File: src/hw/videogen_cfg.svh
`ifndef VIDEOGEN_CFG_SVH
`define VIDEOGEN_CFG_SVH

// Raster geometry in pixel clocks and lines
`define VG_TOTAL_COLS   384
`define VG_TOTAL_ROWS   288
`define VG_ACTIVE_COLS  288
`define VG_ACTIVE_ROWS  224
`define VG_HSYNC_LEN    32
`define VG_VSYNC_LEN    8
// Porch before the visible window
`define VG_H_BACK       32
`define VG_V_BACK       8

// Datapath widths
`define VG_COORD_W      10
`define VG_DOT_W        8
`define VG_COMP_W       4
`define VG_PAL_W        12
`define VG_IDX_W        9
`define VG_PAL_DEPTH    512

// APB port and address map
`define VG_APB_AW       12
`define VG_APB_DW       32
`define VG_CTRL_ADDR    12'h800

// Gradient generator
`define VG_ACC_W        16
`define VG_COL_STEP     228
`define VG_ROW_STEP     590
`define VG_SPLIT_ROW    112

`endif

File: src/hw/videogen_pkg.sv
`default_nettype none

`include "videogen_cfg.svh"

package videogen_pkg;

	////////////////////////////////////////////////////////////////////////////
	// Pixel path types
	////////////////////////////////////////////////////////////////////////////

	// Colour index out of the dot source
	typedef logic [`VG_DOT_W-1:0] dot_t;

	// Single red, green or blue nibble
	typedef logic [`VG_COMP_W-1:0] comp_t;

	// Palette entry, R in [11:8], G in [7:4], B in [3:0]
	typedef logic [`VG_PAL_W-1:0] pal_word_t;

	// Palette address, bank bit on top of the dot
	typedef logic [`VG_IDX_W-1:0] pal_idx_t;

	// Column or row count
	typedef logic [`VG_COORD_W-1:0] coord_t;

	////////////////////////////////////////////////////////////////////////////
	// Palette arbiter
	////////////////////////////////////////////////////////////////////////////

	// Host sequencing around pixel reads
	typedef enum logic [1:0] {
		ARB_IDLE      = 2'd0,
		ARB_HOST_RD   = 2'd1,
		ARB_HOST_DONE = 2'd2
	} arb_state_t;

endpackage

`default_nettype wire

File: src/hw/apb_clut_port.sv
`timescale 1ns/1ps
`default_nettype none

`include "videogen_cfg.svh"

module apb_clut_port (
	input  wire logic                      i_clk_6m,
	input  wire logic                      i_rst_n,
	input  wire logic                      i_psel,
	input  wire logic                      i_penable,
	input  wire logic                      i_pwrite,
	input  wire logic [`VG_APB_AW-1:0]     i_paddr,
	input  wire logic [`VG_APB_DW-1:0]     i_pwdata,
	output logic [`VG_APB_DW-1:0]          o_prdata,
	output logic                           o_pready,
	output logic                           o_host_req,
	output logic                           o_host_we,
	output videogen_pkg::pal_idx_t         o_host_addr,
	output videogen_pkg::pal_word_t        o_host_wdata,
	input  wire logic                      i_host_ack,
	input  wire videogen_pkg::pal_word_t   i_host_rdata,
	output logic                           o_ctrl_bank,
	output logic                           o_ctrl_pat_en
);

	logic access;
	logic is_pal;
	logic is_ctrl;
	logic ctrl_wr;

	// Access phase of the APB transfer
	assign access  = i_psel && i_penable;
	// Palette window below the control register
	assign is_pal  = (i_paddr < `VG_CTRL_ADDR);
	assign is_ctrl = (i_paddr == `VG_CTRL_ADDR);
	assign ctrl_wr = access && i_pwrite && is_ctrl;

	// Palette request held for the whole access phase
	assign o_host_req   = access && is_pal;
	assign o_host_we    = i_pwrite;
	// Word addressed entries
	assign o_host_addr  = i_paddr[`VG_IDX_W+1:2];
	assign o_host_wdata = i_pwdata[`VG_PAL_W-1:0];

	// Register accesses finish at once, palette waits for the arbiter
	assign o_pready = access && (is_pal ? i_host_ack : 1'b1);

	always_comb begin
		o_prdata = '0;
		if (is_pal) begin
			o_prdata[`VG_PAL_W-1:0] = i_host_rdata;
		end else if (is_ctrl) begin
			o_prdata[1:0] = {o_ctrl_pat_en, o_ctrl_bank};
		end
	end

	// Control register
	always_ff @(posedge i_clk_6m or negedge i_rst_n) begin
		if (!i_rst_n) begin
			o_ctrl_bank   <= 1'b0;
			o_ctrl_pat_en <= 1'b0;
		end else if (ctrl_wr) begin
			o_ctrl_bank   <= i_pwdata[0];
			o_ctrl_pat_en <= i_pwdata[1];
		end
	end

endmodule

`default_nettype wire

File: config.mk
export PLATFORM = sky130hd
export DESIGN_NAME = apb_clut_port
export DESIGN_NICKNAME = d
export VERILOG_FILES = /design/src/hw/videogen_pkg.sv /design/src/hw/apb_clut_port.sv
export VERILOG_INCLUDE_DIRS = /design/src /design/src/hw
export SDC_FILE = /design/constraint.sdc
export NUM_CORES = 1
export LEC_CHECK = 0
export BUFFER_PORTS_ARGS = -buffer_cell sky130_fd_sc_hd__buf_2
export CAP_MARGIN = 0
export CORE_UTILIZATION = 27
export DETAILED_ROUTE_END_ITERATION = 10
export PLACE_DENSITY = 0.84
export SYNTH_ARGS = -nofsm -noshare
export SYNTH_HDL_FRONTEND = slang
export SYNTH_SLANG_ARGS = --single-unit
File: constraint.sdc
create_clock -name i_clk_6m -period 2.7 [get_ports i_clk_6m]
set_clock_uncertainty 0.2 [all_clocks]
set_input_delay 0 -clock i_clk_6m [delete_from_list [all_inputs] [get_ports i_clk_6m]]
set_output_delay 0 -clock i_clk_6m [all_outputs]
set_load 0.1 [all_outputs]
==> run summary, run 1 <==
OUTCOME
------------------------------------------------------------------------------------------------------
Result of the run                                                                            completed

POWER AND IR DROP
------------------------------------------------------------------------------------------------------
Final Power                                                                                  0.5106 mW
Combinational share of power                                                                     80.7%
Maximum resistive drop on vdd                                                                 303.8 µV
Switching fraction of total power                                                               74.29%
Power density over cell area                                                              586.3 nW/µm²
Leakage power total                                                                          0.5223 nW
Design internal power                                                                        0.1313 mW
Flop pwr share                                                                                    5.9%
Sw Pwr                                                                                       0.3793 mW
Clock network power share                                                                        13.4%

CRITICAL PATH
------------------------------------------------------------------------------------------------------
Critical Path Source Type                                                                 primary input
Combined buffer and inverter count along the critical path                                           2
Worst R2R Setup Slack                                                                          1.11 ns
Required time reported for the critical path endpoint                                          2.60 ns
Kind of critical path                                                                        in -> reg
WP data arrival                                                                                1.62 ns
Worst path cell trace                                                                     buf_2, nor4b_4, nand4_2, mux2_1, dlygate4sd3_1
Crit path largest cell delay                                                                   0.58 ns
Critical Path Fanout Max                                                                            15
Crit-path slowest cell                                                                    dlygate4sd3_1
Kind of end point of the critical path                                                        register
Worst path top cell family by delay                                                       buffers and inverters

GLOBAL ROUTING
------------------------------------------------------------------------------------------------------
Global-route wire length before repair                                                         2449 µm
Pin count of the biggest net entering global routing                                                16
Antenna violations before repair                                                                     0
GRT Overall Usage                                                                               14.01%
Via count of the first global-routing pass                                                         558
Grt ovf                                                                                              0

YOSYS
------------------------------------------------------------------------------------------------------
Share of synthesized area occupied by flip-flops and latches                                    8.421%
Synth area leaders                                                                        buf_4 (53%), dfrtp_1 (8.4%), nor2b_1 (7.4%)
Warnings, synthesis                                                                                  0
Summed instance area of the synthesized netlist                                              594.3 µm²
Yosys reg bits                                                                                       2
Mapped Cells                                                                                        74
Count of unique library cells instantiated by Yosys                                                 16
Yosys top cell area share                                                                       53.05%
Leading area contributor after synthesis                                                         buf_4
Post-Syn Area per Cell                                                                       8.031 µm²

PLACEMENT
------------------------------------------------------------------------------------------------------
HPWL Detailed                                                                                  1089 µm
Buffers added on ports                                                                              59
Final GP Congestion                                                                             0.7556
Number of placed instances with taps included                                                      136

TIMING
------------------------------------------------------------------------------------------------------
Max transition margin                                                                           34.07%
FMAX                                                                                         581.1 MHz
Final Hold Viols                                                                                     0
Minimum clock period after layout                                                             1.721 ns
Period utilization                                                                              63.74%
Sum of negative setup slack                                                                       0 ns
Tightest hold margin                                                                         0.2043 ns
RSZ-0062 raised after global routing                                                                no
Number of slew-limit violations in the final report                                                  0
Total setup violations reported at the end of the flow                                               0
Worst Max-Slew Pin Slew                                                                      0.9857 ns

FLOORPLAN
------------------------------------------------------------------------------------------------------
Initial core utilization                                                                        29.39%
Number of standard-cell rows in the floorplan                                                       16
Die height                                                                                    48.92 µm
I/O Pins                                                                                           120
Die width                                                                                     48.92 µm
CORE AREA                                                                                     2022 µm²
Die footprint                                                                                 2393 µm²

CTS
------------------------------------------------------------------------------------------------------
Post-CTS Repair Setup Buffers                                                                        0
Number of cells upsized or downsized after cts                                                       0
Number of buffers added by the clock tree synthesis step                                             3
TritonCTS clock tree                                                                               yes
Clock H-tree levels                                                                                  1
CTS hold repair buffers                                                                             16
Maximum count of clock buffers along a single path                                                   2
CTS Root Buffer Type                                                                          clkbuf_4
Clock transition at the register clock pins on the worst setup and hold paths after CTS        0.03 ns
Number of sinks on the clock net                                                                     2
Clock insertion delay at the later pin of the skew report                                      0.23 ns

LAYOUT
------------------------------------------------------------------------------------------------------
Post-route insts no fill                                                                           155
Nets                                                                                               192
Total area of multi-input combinational cells                                                294.0 µm²
Share of post-route cells with drive strength above 1                                           53.13%
Antenna Diode Count                                                                                  0
Filler instances                                                                                   208
Storage cell area                                                                            50.05 µm²
Layout-stage area growth over the synthesis result                                              46.53%

DRT
------------------------------------------------------------------------------------------------------
Post-route antenna net violation count                                                               0
Vias per Instance                                                                                3.948
Total DRC errors in the routed layout                                                                0
Total routed wirelength                                                                        1637 µm
Avg WL per Cell                                                                               10.56 µm
First-pass detailed-route iteration total                                                            4
Via count                                                                                          612
Detailed Route Iter0 Violations                                                                      2

HOLD PATH
------------------------------------------------------------------------------------------------------
Hold Crit Class                                                                              in -> out

JOB
------------------------------------------------------------------------------------------------------
Max-cap check violation count                                                                        0

-- stage by stage --
stage          util (%)  cell area [µm²]  setup WS, ns
6_report          43.07            870.8        0.9790
5_1_grt           43.07            870.8        0.9089
4_1_cts           43.07            870.8         1.076
3_5_place_dp      34.03            688.2         1.228
3_3_place_gp      34.03            688.2         1.206
2_1_floorplan         -            678.2        0.6370
-- power by group through the flow --
stage                     logic (mW)  registers [mW]  clock network [mW]
final                          0.412          0.0303              0.0683
after global routing           0.421          0.0302              0.0777
after CTS                      0.411          0.0303              0.0737
after detailed placement       0.335          0.0306                   0
after global placement         0.334          0.0306                   0
after floorplan                0.393          0.0309                   0
-- worst paths after layout --
path,from,end,cells after the start
max,i_paddr[11],o_ctrl_bank,5
max reg2reg,o_ctrl_bank,o_ctrl_bank,2
min in group asynchronous,i_rst_n,o_ctrl_pat_en,3
max in group asynchronous,i_rst_n,o_ctrl_bank,3
min reg2reg,o_ctrl_pat_en,o_ctrl_pat_en,2
min,i_pwrite,o_host_we,2
-- layout by cell type (no fill, tap or decap), drive strengths merged, types with 3 or more instances in the layout --
cell type and instances:
and2b 3, buf 59, clkbuf 3, conb 20
dlygate4sd3 16, inv 4, nor2 3, nor2b 7
-- kinds of logic after synthesis --
kind of cell / after synthesis / share of synthesized area [%]
AO/OA/AOI/OAI: 2 / 2.105
flip-flops: 2 / 8.421
AND/OR/NAND/NOR: 20 / 28.84
multiplexers: 2 / 3.789
other: 1 / 0.6310
buffers and inverters: 47 / 56.21
-- cells in the mapped netlist (all sizes together) --
| master | n |
|---|---|
| and2b | 3 |
| and3 | 1 |
| buf | 42 |
| clkbuf | 1 |
| conb | 1 |
| dfrtp | 2 |
| inv | 4 |
| mux2 | 2 |
| nand2 | 1 |
| nand3 | 1 |
| nand4 | 1 |
| nor2 | 3 |
| nor2b | 7 |
| nor4 | 2 |
| nor4b | 1 |
| o22ai | 2 |
-- area by class of cell --
| cell class | count | share of cell area (%) |
|---|---|---|
| inverters | 4 | 1.724 |
| well taps | 27 | 3.879 |
| repair buffers | 75 | 52.30 |
| clock buffers | 3 | 2.586 |
| flip-flops and latches | 2 | 5.747 |
| multi-input cells | 44 | 33.76 |
-- flip-flops by register name, indices dropped and copies added (netlist names) --
register       flops
o_ctrl_bank        1
o_ctrl_pat_en      1
-- routing by layer --
metal | track usage (%) | vias to the layer above | wire length (µm)
met5 | 0 | - | 0
met3 | 4.361 | 6 | 173
met4 | 12.75 | 0 | 47
met1 | 10.07 | 260 | 490
li1 | - | 278 | -
met2 | 28.01 | 68 | 925
Power figures use the tool's default switching activity.
==> run 2, diff against run 1 <==
--- a/config.mk
+++ b/config.mk
@@ -8,9 +8,9 @@
 export LEC_CHECK = 0
 export BUFFER_PORTS_ARGS = -buffer_cell sky130_fd_sc_hd__buf_2
 export CAP_MARGIN = 0
-export CORE_UTILIZATION = 27
+export CORE_UTILIZATION = 25
 export DETAILED_ROUTE_END_ITERATION = 10
-export PLACE_DENSITY = 0.84
+export PLACE_DENSITY = 0.78
 export SYNTH_ARGS = -nofsm -noshare
 export SYNTH_HDL_FRONTEND = slang
 export SYNTH_SLANG_ARGS = --single-unit
==> constraint.sdc (replaced) <==
create_clock -name i_clk_6m -period 1.7 [get_ports i_clk_6m]
set_clock_uncertainty 0.2 [all_clocks]
set_input_delay 0 -clock i_clk_6m [delete_from_list [all_inputs] [get_ports i_clk_6m]]
set_output_delay 0 -clock i_clk_6m [all_outputs]
set_load 0.1 [all_outputs]
==> run 2 against run 1 <==
Compared with the run above: cell count is 1.9% higher; hold slack worse by 0.021 ns; sequential power rose by 58%; design area is 8.2% higher; total power increased by 64%; clock-buffer cell count grew 1; sequential share of layout area is 0.30 points lower; clock power rose by 79%; critical path depth unchanged; critical endpoint is now o_ctrl_pat_en; largest cell class unchanged; largest power group unchanged.
==> run summary, run 2 (synthesis results as in run 1) <==
FLOORPLAN
------------------------------------------------------------------------------------------------------
Initial core utilization                                                                        26.61%   was 29.39%
Die height                                                                                    50.76 µm   was 48.92 µm
Die footprint                                                                                 2576 µm²   was 2393 µm²
CORE AREA                                                                                     2233 µm²   was 2022 µm²
Die width                                                                                     50.76 µm   was 48.92 µm
I/O Pins                                                                                           120   unchanged
Number of standard-cell rows in the floorplan                                                       17   was 16

CRITICAL PATH
------------------------------------------------------------------------------------------------------
Worst path top cell family by delay                                                       buffers and inverters   unchanged
Critical Path Fanout Max                                                                             2   was 15
Cell depth of the worst flop-to-flop path                                                            2   unchanged
Kind of critical path                                                                        in -> reg   unchanged
Crit path largest cell delay                                                                   0.56 ns   was 0.58 ns
Worst path cell trace                                                                     buf_2, nor4_4, nand4_2, mux2_1, dlygate4sd3_1   was buf_2, nor4b_4, nand4_2, mux2_1, dlygate4sd3_1
Required time reported for the critical path endpoint                                          1.61 ns   was 2.60 ns
Crit-path slowest cell                                                                    dlygate4sd3_1   unchanged
Worst reg2reg startpoint                                                                  o_ctrl_pat_en   was o_ctrl_bank
Combined buffer and inverter count along the critical path                                           2   unchanged
Critical Path Source Type                                                                 primary input   unchanged
WP data arrival                                                                                1.51 ns   was 1.62 ns
Worst R2R End                                                                             o_ctrl_pat_en   was o_ctrl_bank
Worst R2R Setup Slack                                                                          0.12 ns   was 1.11 ns
Kind of end point of the critical path                                                        register   unchanged

GLOBAL ROUTING
------------------------------------------------------------------------------------------------------
Grt ovf                                                                                              0   unchanged
Antenna violations before repair                                                                     0   unchanged
Via count of the first global-routing pass                                                         446   was 558
Global-route wire length before repair                                                         1787 µm   was 2449 µm
GRT Overall Usage                                                                               9.131%   was 14.01%
Pin count of the biggest net entering global routing                                                15   was 16

LAYOUT
------------------------------------------------------------------------------------------------------
Share of post-route cells with drive strength above 1                                           57.69%   was 53.13%
Antenna Diode Count                                                                                  0   unchanged
Nets                                                                                               193   was 192
Layout-stage area growth over the synthesis result                                              58.53%   was 46.53%
Finished Core Util                                                                              42.18%   was 43.07%
Largest registers                                                                         o_ctrl_bank x1, o_ctrl_pat_en x1   unchanged
Most frequent cells in the layout                                                         buf_2 (57), conb_1 (20), dlygate4sd3_1 (16), nor2b_2 (4), inv_1 (4)   was buf_2 (59), conb_1 (20), dlygate4sd3_1 (16), nor2b_1 (7), inv_1 (4)
Most frequent standard cell in the layout excluding fill and tap cells                           buf_2   unchanged

TIMING
------------------------------------------------------------------------------------------------------
Final Hold Viols                                                                                     0   unchanged
Number of slew-limit violations in the final report                                                  0   unchanged
Total setup violations reported at the end of the flow                                               0   unchanged
RSZ-0062 raised after global routing                                                                no   unchanged
Period utilization                                                                              94.00%
Tightest hold margin                                                                         0.1829 ns   was 0.2043 ns
Max transition margin                                                                           34.13%   was 34.07%
Minimum clock period after layout                                                             1.598 ns
FMAX                                                                                         625.8 MHz
Worst Max-Slew Pin Slew                                                                      0.9848 ns   was 0.9857 ns

DRT
------------------------------------------------------------------------------------------------------
Via count                                                                                          599   was 612
Total DRC errors in the routed layout                                                                0   unchanged
First-pass detailed-route iteration total                                                            2   was 4
Avg WL per Cell                                                                               8.184 µm   was 10.56 µm
Post-route antenna net violation count                                                               0   unchanged
Total routed wirelength                                                                        1293 µm   was 1637 µm
Detailed Route Iter0 Violations                                                                      5   was 2
Vias per Instance                                                                                3.791   was 3.948

CTS
------------------------------------------------------------------------------------------------------
Clock transition at the register clock pins on the worst setup and hold paths after CTS        0.04 ns   was 0.03 ns
Maximum count of clock buffers along a single path                                                   2   unchanged
CTS Root Buffer Type                                                                          clkbuf_4   unchanged
TritonCTS clock tree                                                                               yes   unchanged
CTS hold repair buffers                                                                             16   unchanged
Clock H-tree levels                                                                                  1   unchanged
Post-CTS Repair Setup Buffers                                                                        0   unchanged
Number of sinks on the clock net                                                                     2   unchanged
Number of buffers added by the clock tree synthesis step                                             3   unchanged
Number of cells upsized or downsized after cts                                                       0   unchanged
Clock insertion delay at the later pin of the skew report                                      0.22 ns   was 0.23 ns

HOLD PATH
------------------------------------------------------------------------------------------------------
Hold Crit Class                                                                              in -> out   unchanged
Hold-critical path endpoint                                                                  o_host_we   unchanged
Depth of the worst hold-timing path                                                                  2   unchanged
HP Start                                                                                      i_pwrite   unchanged

JOB
------------------------------------------------------------------------------------------------------
Max-cap check violation count                                                                        0   unchanged

PLACEMENT
------------------------------------------------------------------------------------------------------
Final GP Congestion                                                                             0.6273   was 0.7556
Buffers added on ports                                                                              59   unchanged
HPWL Detailed                                                                                 995.6 µm   was 1089 µm

POWER AND IR DROP
------------------------------------------------------------------------------------------------------
Power density over cell area                                                              887.8 nW/µm²   was 586.3 nW/µm²
Leakage power total                                                                          0.5421 nW   was 0.5223 nW
Maximum resistive drop on vdd                                                                 512.0 µV   was 303.8 µV

OUTCOME
------------------------------------------------------------------------------------------------------
Result of the run                                                                            completed   unchanged

## run 2: changes by cell type in the layout (fill, tap and decap cells not counted), sizes merged
cell	previous run	this run
clkbuf	3	4
buf	59	60
## run 2: report_power, final
part | internal [mW] | total, mW | switching, mW
combinational | 0.0948 | 0.667 | 0.572
clock | 0.0876 | 0.122 | 0.0340
sequential | 0.0480 | 0.0480 | 0.0000459
## run 2: layout make-up
class / instances / area (µm²)
fillers: 238 / 1291
repair buffers: 76 / 493.0
multi-input cells: 44 / 321.6
flip-flops and latches: 2 / 51.30
well taps: 28 / 35.03
clock buffers: 4 / 26.28
inverters: 4 / 15.01
## run 2: per-layer routing
layer,GRT usage [%],share of wire (%),vias to the layer above,routed length (µm)
met5,0,0,-,0
met3,0.3030,11,2,138
met1,8.021,31,260,404
li1,-,-,282,-
met2,20.22,57,55,731
met4,4.167,1.4,0,18
## run 2: metrics by stage
step	worst slack [ns]	instances	TNS (ns)	power, mW	instance area, µm²
global placement	0.3875	138	0	0.5959	755.7
floorplan	-0.1616	93	-0.5650	0.6793	706.9
finish	0.1021	158	0	0.8365	942.2
CTS	0.1093	158	0	0.8441	942.2
global route	0.02028	158	0	0.8583	942.2
detailed placement	0.3930	138	0	0.5972	755.7
## run 2: how the worst max path moves through the flow
stage	from	cells past startpoint	endpoint
2_1_floorplan	o_ctrl_bank	2	o_prdata[0]
3_3_place_gp	i_paddr[2]	5	o_prdata[1]
3_5_place_dp	i_paddr[2]	5	o_prdata[0]
4_1_cts	i_paddr[2]	5	o_ctrl_bank
5_1_grt	i_paddr[2]	5	o_ctrl_pat_en
6_report	i_paddr[2]	5	o_ctrl_pat_en
==> run 3, diff against run 2 <==
--- a/config.mk
+++ b/config.mk
@@ -9,6 +9,7 @@
 export BUFFER_PORTS_ARGS = -buffer_cell sky130_fd_sc_hd__buf_2
 export CAP_MARGIN = 0
 export CORE_UTILIZATION = 25
+export CTS_BUF_LIST = sky130_fd_sc_hd__clkbuf_4
 export DETAILED_ROUTE_END_ITERATION = 10
 export PLACE_DENSITY = 0.78
 export SYNTH_ARGS = -nofsm -noshare
==> run 3 against run 2 <==
Compared with the run above: sequential power barely moved; clock power up 14%; first-iteration DRC count did not move; maximum frequency grew 0.19%; largest cell class unchanged; highest routed layer unchanged.
==> run summary, run 3 (synthesis results as in run 1) <==
LAYOUT
------------------------------------------------------------------------------------------------------
Nets                                                                                               193   unchanged
Most frequent standard cell in the layout excluding fill and tap cells                           buf_2   unchanged
Largest registers                                                                         o_ctrl_bank x1, o_ctrl_pat_en x1   unchanged
Share of post-route cells with drive strength above 1                                           58.46%   was 57.69%
Layout-stage area growth over the synthesis result                                              59.16%   was 58.53%
Finished Core Util                                                                              42.35%   was 42.18%
Antenna Diode Count                                                                                  0   unchanged
Filler instances                                                                                   235   was 238
Most frequent cells in the layout                                                         buf_2 (57), conb_1 (20), dlygate4sd3_1 (16)   was buf_2 (57), conb_1 (20), dlygate4sd3_1 (16), nor2b_2 (4), inv_1 (4)

PLACEMENT
------------------------------------------------------------------------------------------------------
Setup WS pre-CTS                                                                             0.3930 ns   unchanged
HPWL Detailed                                                                                 995.6 µm   unchanged
Final GP Congestion                                                                             0.6273   unchanged
Buffers added on ports                                                                              59   unchanged

HOLD PATH
------------------------------------------------------------------------------------------------------
Hold Crit Class                                                                              in -> out   unchanged
HP Start                                                                                      i_pwrite   unchanged

TIMING
------------------------------------------------------------------------------------------------------
Final Hold Viols                                                                                     0   unchanged
Minimum clock period after layout                                                             1.595 ns   was 1.598 ns
Period utilization                                                                              93.82%   was 94.00%
Worst path setup slack after routing                                                         0.1051 ns   was 0.1021 ns
FMAX                                                                                         627.0 MHz   was 625.8 MHz
Sum of negative setup slack                                                                       0 ns   unchanged
RSZ-0062 raised after global routing                                                                no   unchanged
Number of slew-limit violations in the final report                                                  0   unchanged
Worst Max-Slew Pin Slew                                                                      0.9851 ns   was 0.9848 ns
Max transition margin                                                                           34.11%   was 34.13%
Total setup violations reported at the end of the flow                                               0   unchanged

GLOBAL ROUTING
------------------------------------------------------------------------------------------------------
GRT Overall Usage                                                                               9.256%   was 9.131%
Antenna violations before repair                                                                     0   unchanged
Pin count of the biggest net entering global routing                                                15   unchanged
Via count of the first global-routing pass                                                         447   was 446
Grt ovf                                                                                              0   unchanged
Global-route wire length before repair                                                         1800 µm   was 1787 µm

CTS
------------------------------------------------------------------------------------------------------
CTS Root Buffer Type                                                                          clkbuf_4   unchanged
Clock insertion delay at the later pin of the skew report                                      0.24 ns   was 0.22 ns
Number of buffers added by the clock tree synthesis step                                             3   unchanged
Number of sinks on the clock net                                                                     2   unchanged
Maximum count of clock buffers along a single path                                                   2   unchanged
TritonCTS clock tree                                                                               yes   unchanged
Clock H-tree levels                                                                                  1   unchanged
Clock transition at the register clock pins on the worst setup and hold paths after CTS        0.04 ns   about the same

CRITICAL PATH
------------------------------------------------------------------------------------------------------
Critical Path Fanout Max                                                                             2   unchanged
Kind of end point of the critical path                                                        register   unchanged
Critical Path Source Type                                                                 primary input   unchanged
Worst path top cell family by delay                                                       buffers and inverters   unchanged
WP data arrival                                                                                1.51 ns   about the same
Crit-path slowest cell                                                                    dlygate4sd3_1   unchanged
Worst reg2reg startpoint                                                                  o_ctrl_pat_en   unchanged
Worst path cell trace                                                                     buf_2, nor4_4, nand4_2, mux2_1, dlygate4sd3_1   unchanged
Crit path largest cell delay                                                                   0.56 ns   about the same
Critical path origin                                                                        i_paddr[2]   unchanged
Kind of critical path                                                                        in -> reg   unchanged
Combined buffer and inverter count along the critical path                                           2   unchanged
Required time reported for the critical path endpoint                                          1.62 ns   was 1.61 ns

DRT
------------------------------------------------------------------------------------------------------
Total DRC errors in the routed layout                                                                0   unchanged
Post-route antenna net violation count                                                               0   unchanged
Metal-1 WL                                                                                      408 µm   was 404 µm
Avg WL per Cell                                                                               8.253 µm   was 8.184 µm
First-pass detailed-route iteration total                                                            2   unchanged
Via count                                                                                          597   was 599
Top Layer Used                                                                                    met4   unchanged
Vias per Instance                                                                                3.778   was 3.791
Detailed route wirelength on metal3                                                             136 µm   was 138 µm
Length of routed met2 wiring                                                                    740 µm   was 731 µm
Detailed Route Iter0 Violations                                                                      5   unchanged
Total routed wirelength                                                                        1304 µm   was 1293 µm

FLOORPLAN
------------------------------------------------------------------------------------------------------
Die footprint                                                                                 2576 µm²   unchanged
I/O Pins                                                                                           120   unchanged
CORE AREA                                                                                     2233 µm²   unchanged
Initial core utilization                                                                        26.61%   unchanged
Number of standard-cell rows in the floorplan                                                       17   unchanged
Die width                                                                                     50.76 µm   unchanged
Die height                                                                                    50.76 µm   unchanged

POWER AND IR DROP
------------------------------------------------------------------------------------------------------
Sw Pwr                                                                                       0.6077 mW   was 0.6061 mW
Clock network power share                                                                        16.3%   was 14.5%
Flop pwr share                                                                                    5.6%   was 5.7%
Design internal power                                                                        0.2463 mW   was 0.2303 mW
Maximum resistive drop on vdd                                                                 512.2 µV   was 512.0 µV
Combinational share of power                                                                     78.1%   was 79.7%
Power density over cell area                                                              902.9 nW/µm²   was 887.8 nW/µm²
Leakage power total                                                                          0.5455 nW   was 0.5421 nW
Switching fraction of total power                                                               71.16%   was 72.47%

OUTCOME
------------------------------------------------------------------------------------------------------
Result of the run                                                                            completed   unchanged

JOB
------------------------------------------------------------------------------------------------------
Max-cap check violation count                                                                        0   unchanged

-- run 3: cell counts in the layout (fill, tap and decap cells not counted) --
No cell type changed its count.
-- run 3: power groups by stage --
stage,sequential [mW],combinational (mW),clock (mW)
after floorplan,0.0490,0.630,0
after global placement,0.0486,0.547,0
after detailed placement,0.0486,0.549,0
after CTS,0.0480,0.667,0.146
after global routing,0.0480,0.683,0.144
final,0.0480,0.667,0.139
-- run 3: metal layers --
metal  vias up  GRT usage (%)
met3         2         0.3030
li1        281              -
met4         0          4.167
met1       259          8.021
met5         -              0
met2        55          20.67
-- run 3: stage by stage --
stage / std cells / hold slack, ns / power [mW] / cell area, µm²
after CTS: 158 / 0.1840 / 0.8615 / 945.9
after detailed placement: 138 / -0.4141 / 0.5972 / 755.7
final: 158 / 0.1829 / 0.8541 / 945.9
after floorplan: 93 / -0.4956 / 0.6793 / 706.9
after global placement: 138 / -0.4139 / 0.5959 / 755.7
after global routing: 158 / 0.1886 / 0.8751 / 945.9
-- run 3: path summary, 6_finish.rpt --
path / endpoint / slack (ns) / depth (start not counted)
max: o_ctrl_pat_en / 0.11 / 5
min: o_host_we / 0.18 / 2
max reg2reg: o_ctrl_pat_en / 0.12 / 2
min reg2reg: o_ctrl_pat_en / 0.87 / 2
max in group asynchronous: o_ctrl_bank / 0.76 / 3
min in group asynchronous: o_ctrl_pat_en / 0.41 / 3
-- run 3: final cells by class --
cell class | instances | area, µm² | area share (%)
Multi-Input combinational cell | 44 | 321.6 | 33.99
Sequential cell | 2 | 51.30 | 5.423
Timing Repair Buffer | 76 | 493.0 | 52.12
Clock buffer | 4 | 30.03 | 3.175
Inverter | 4 | 15.01 | 1.587
Tap cell | 28 | 35.03 | 3.704
-- run 3: timing repair --
action	4_1_cts	5_1_grt
resized for setup	0	0
buffers inserted	0	0
endpoints found under the hold margin	14	0
hold buffers	16	0
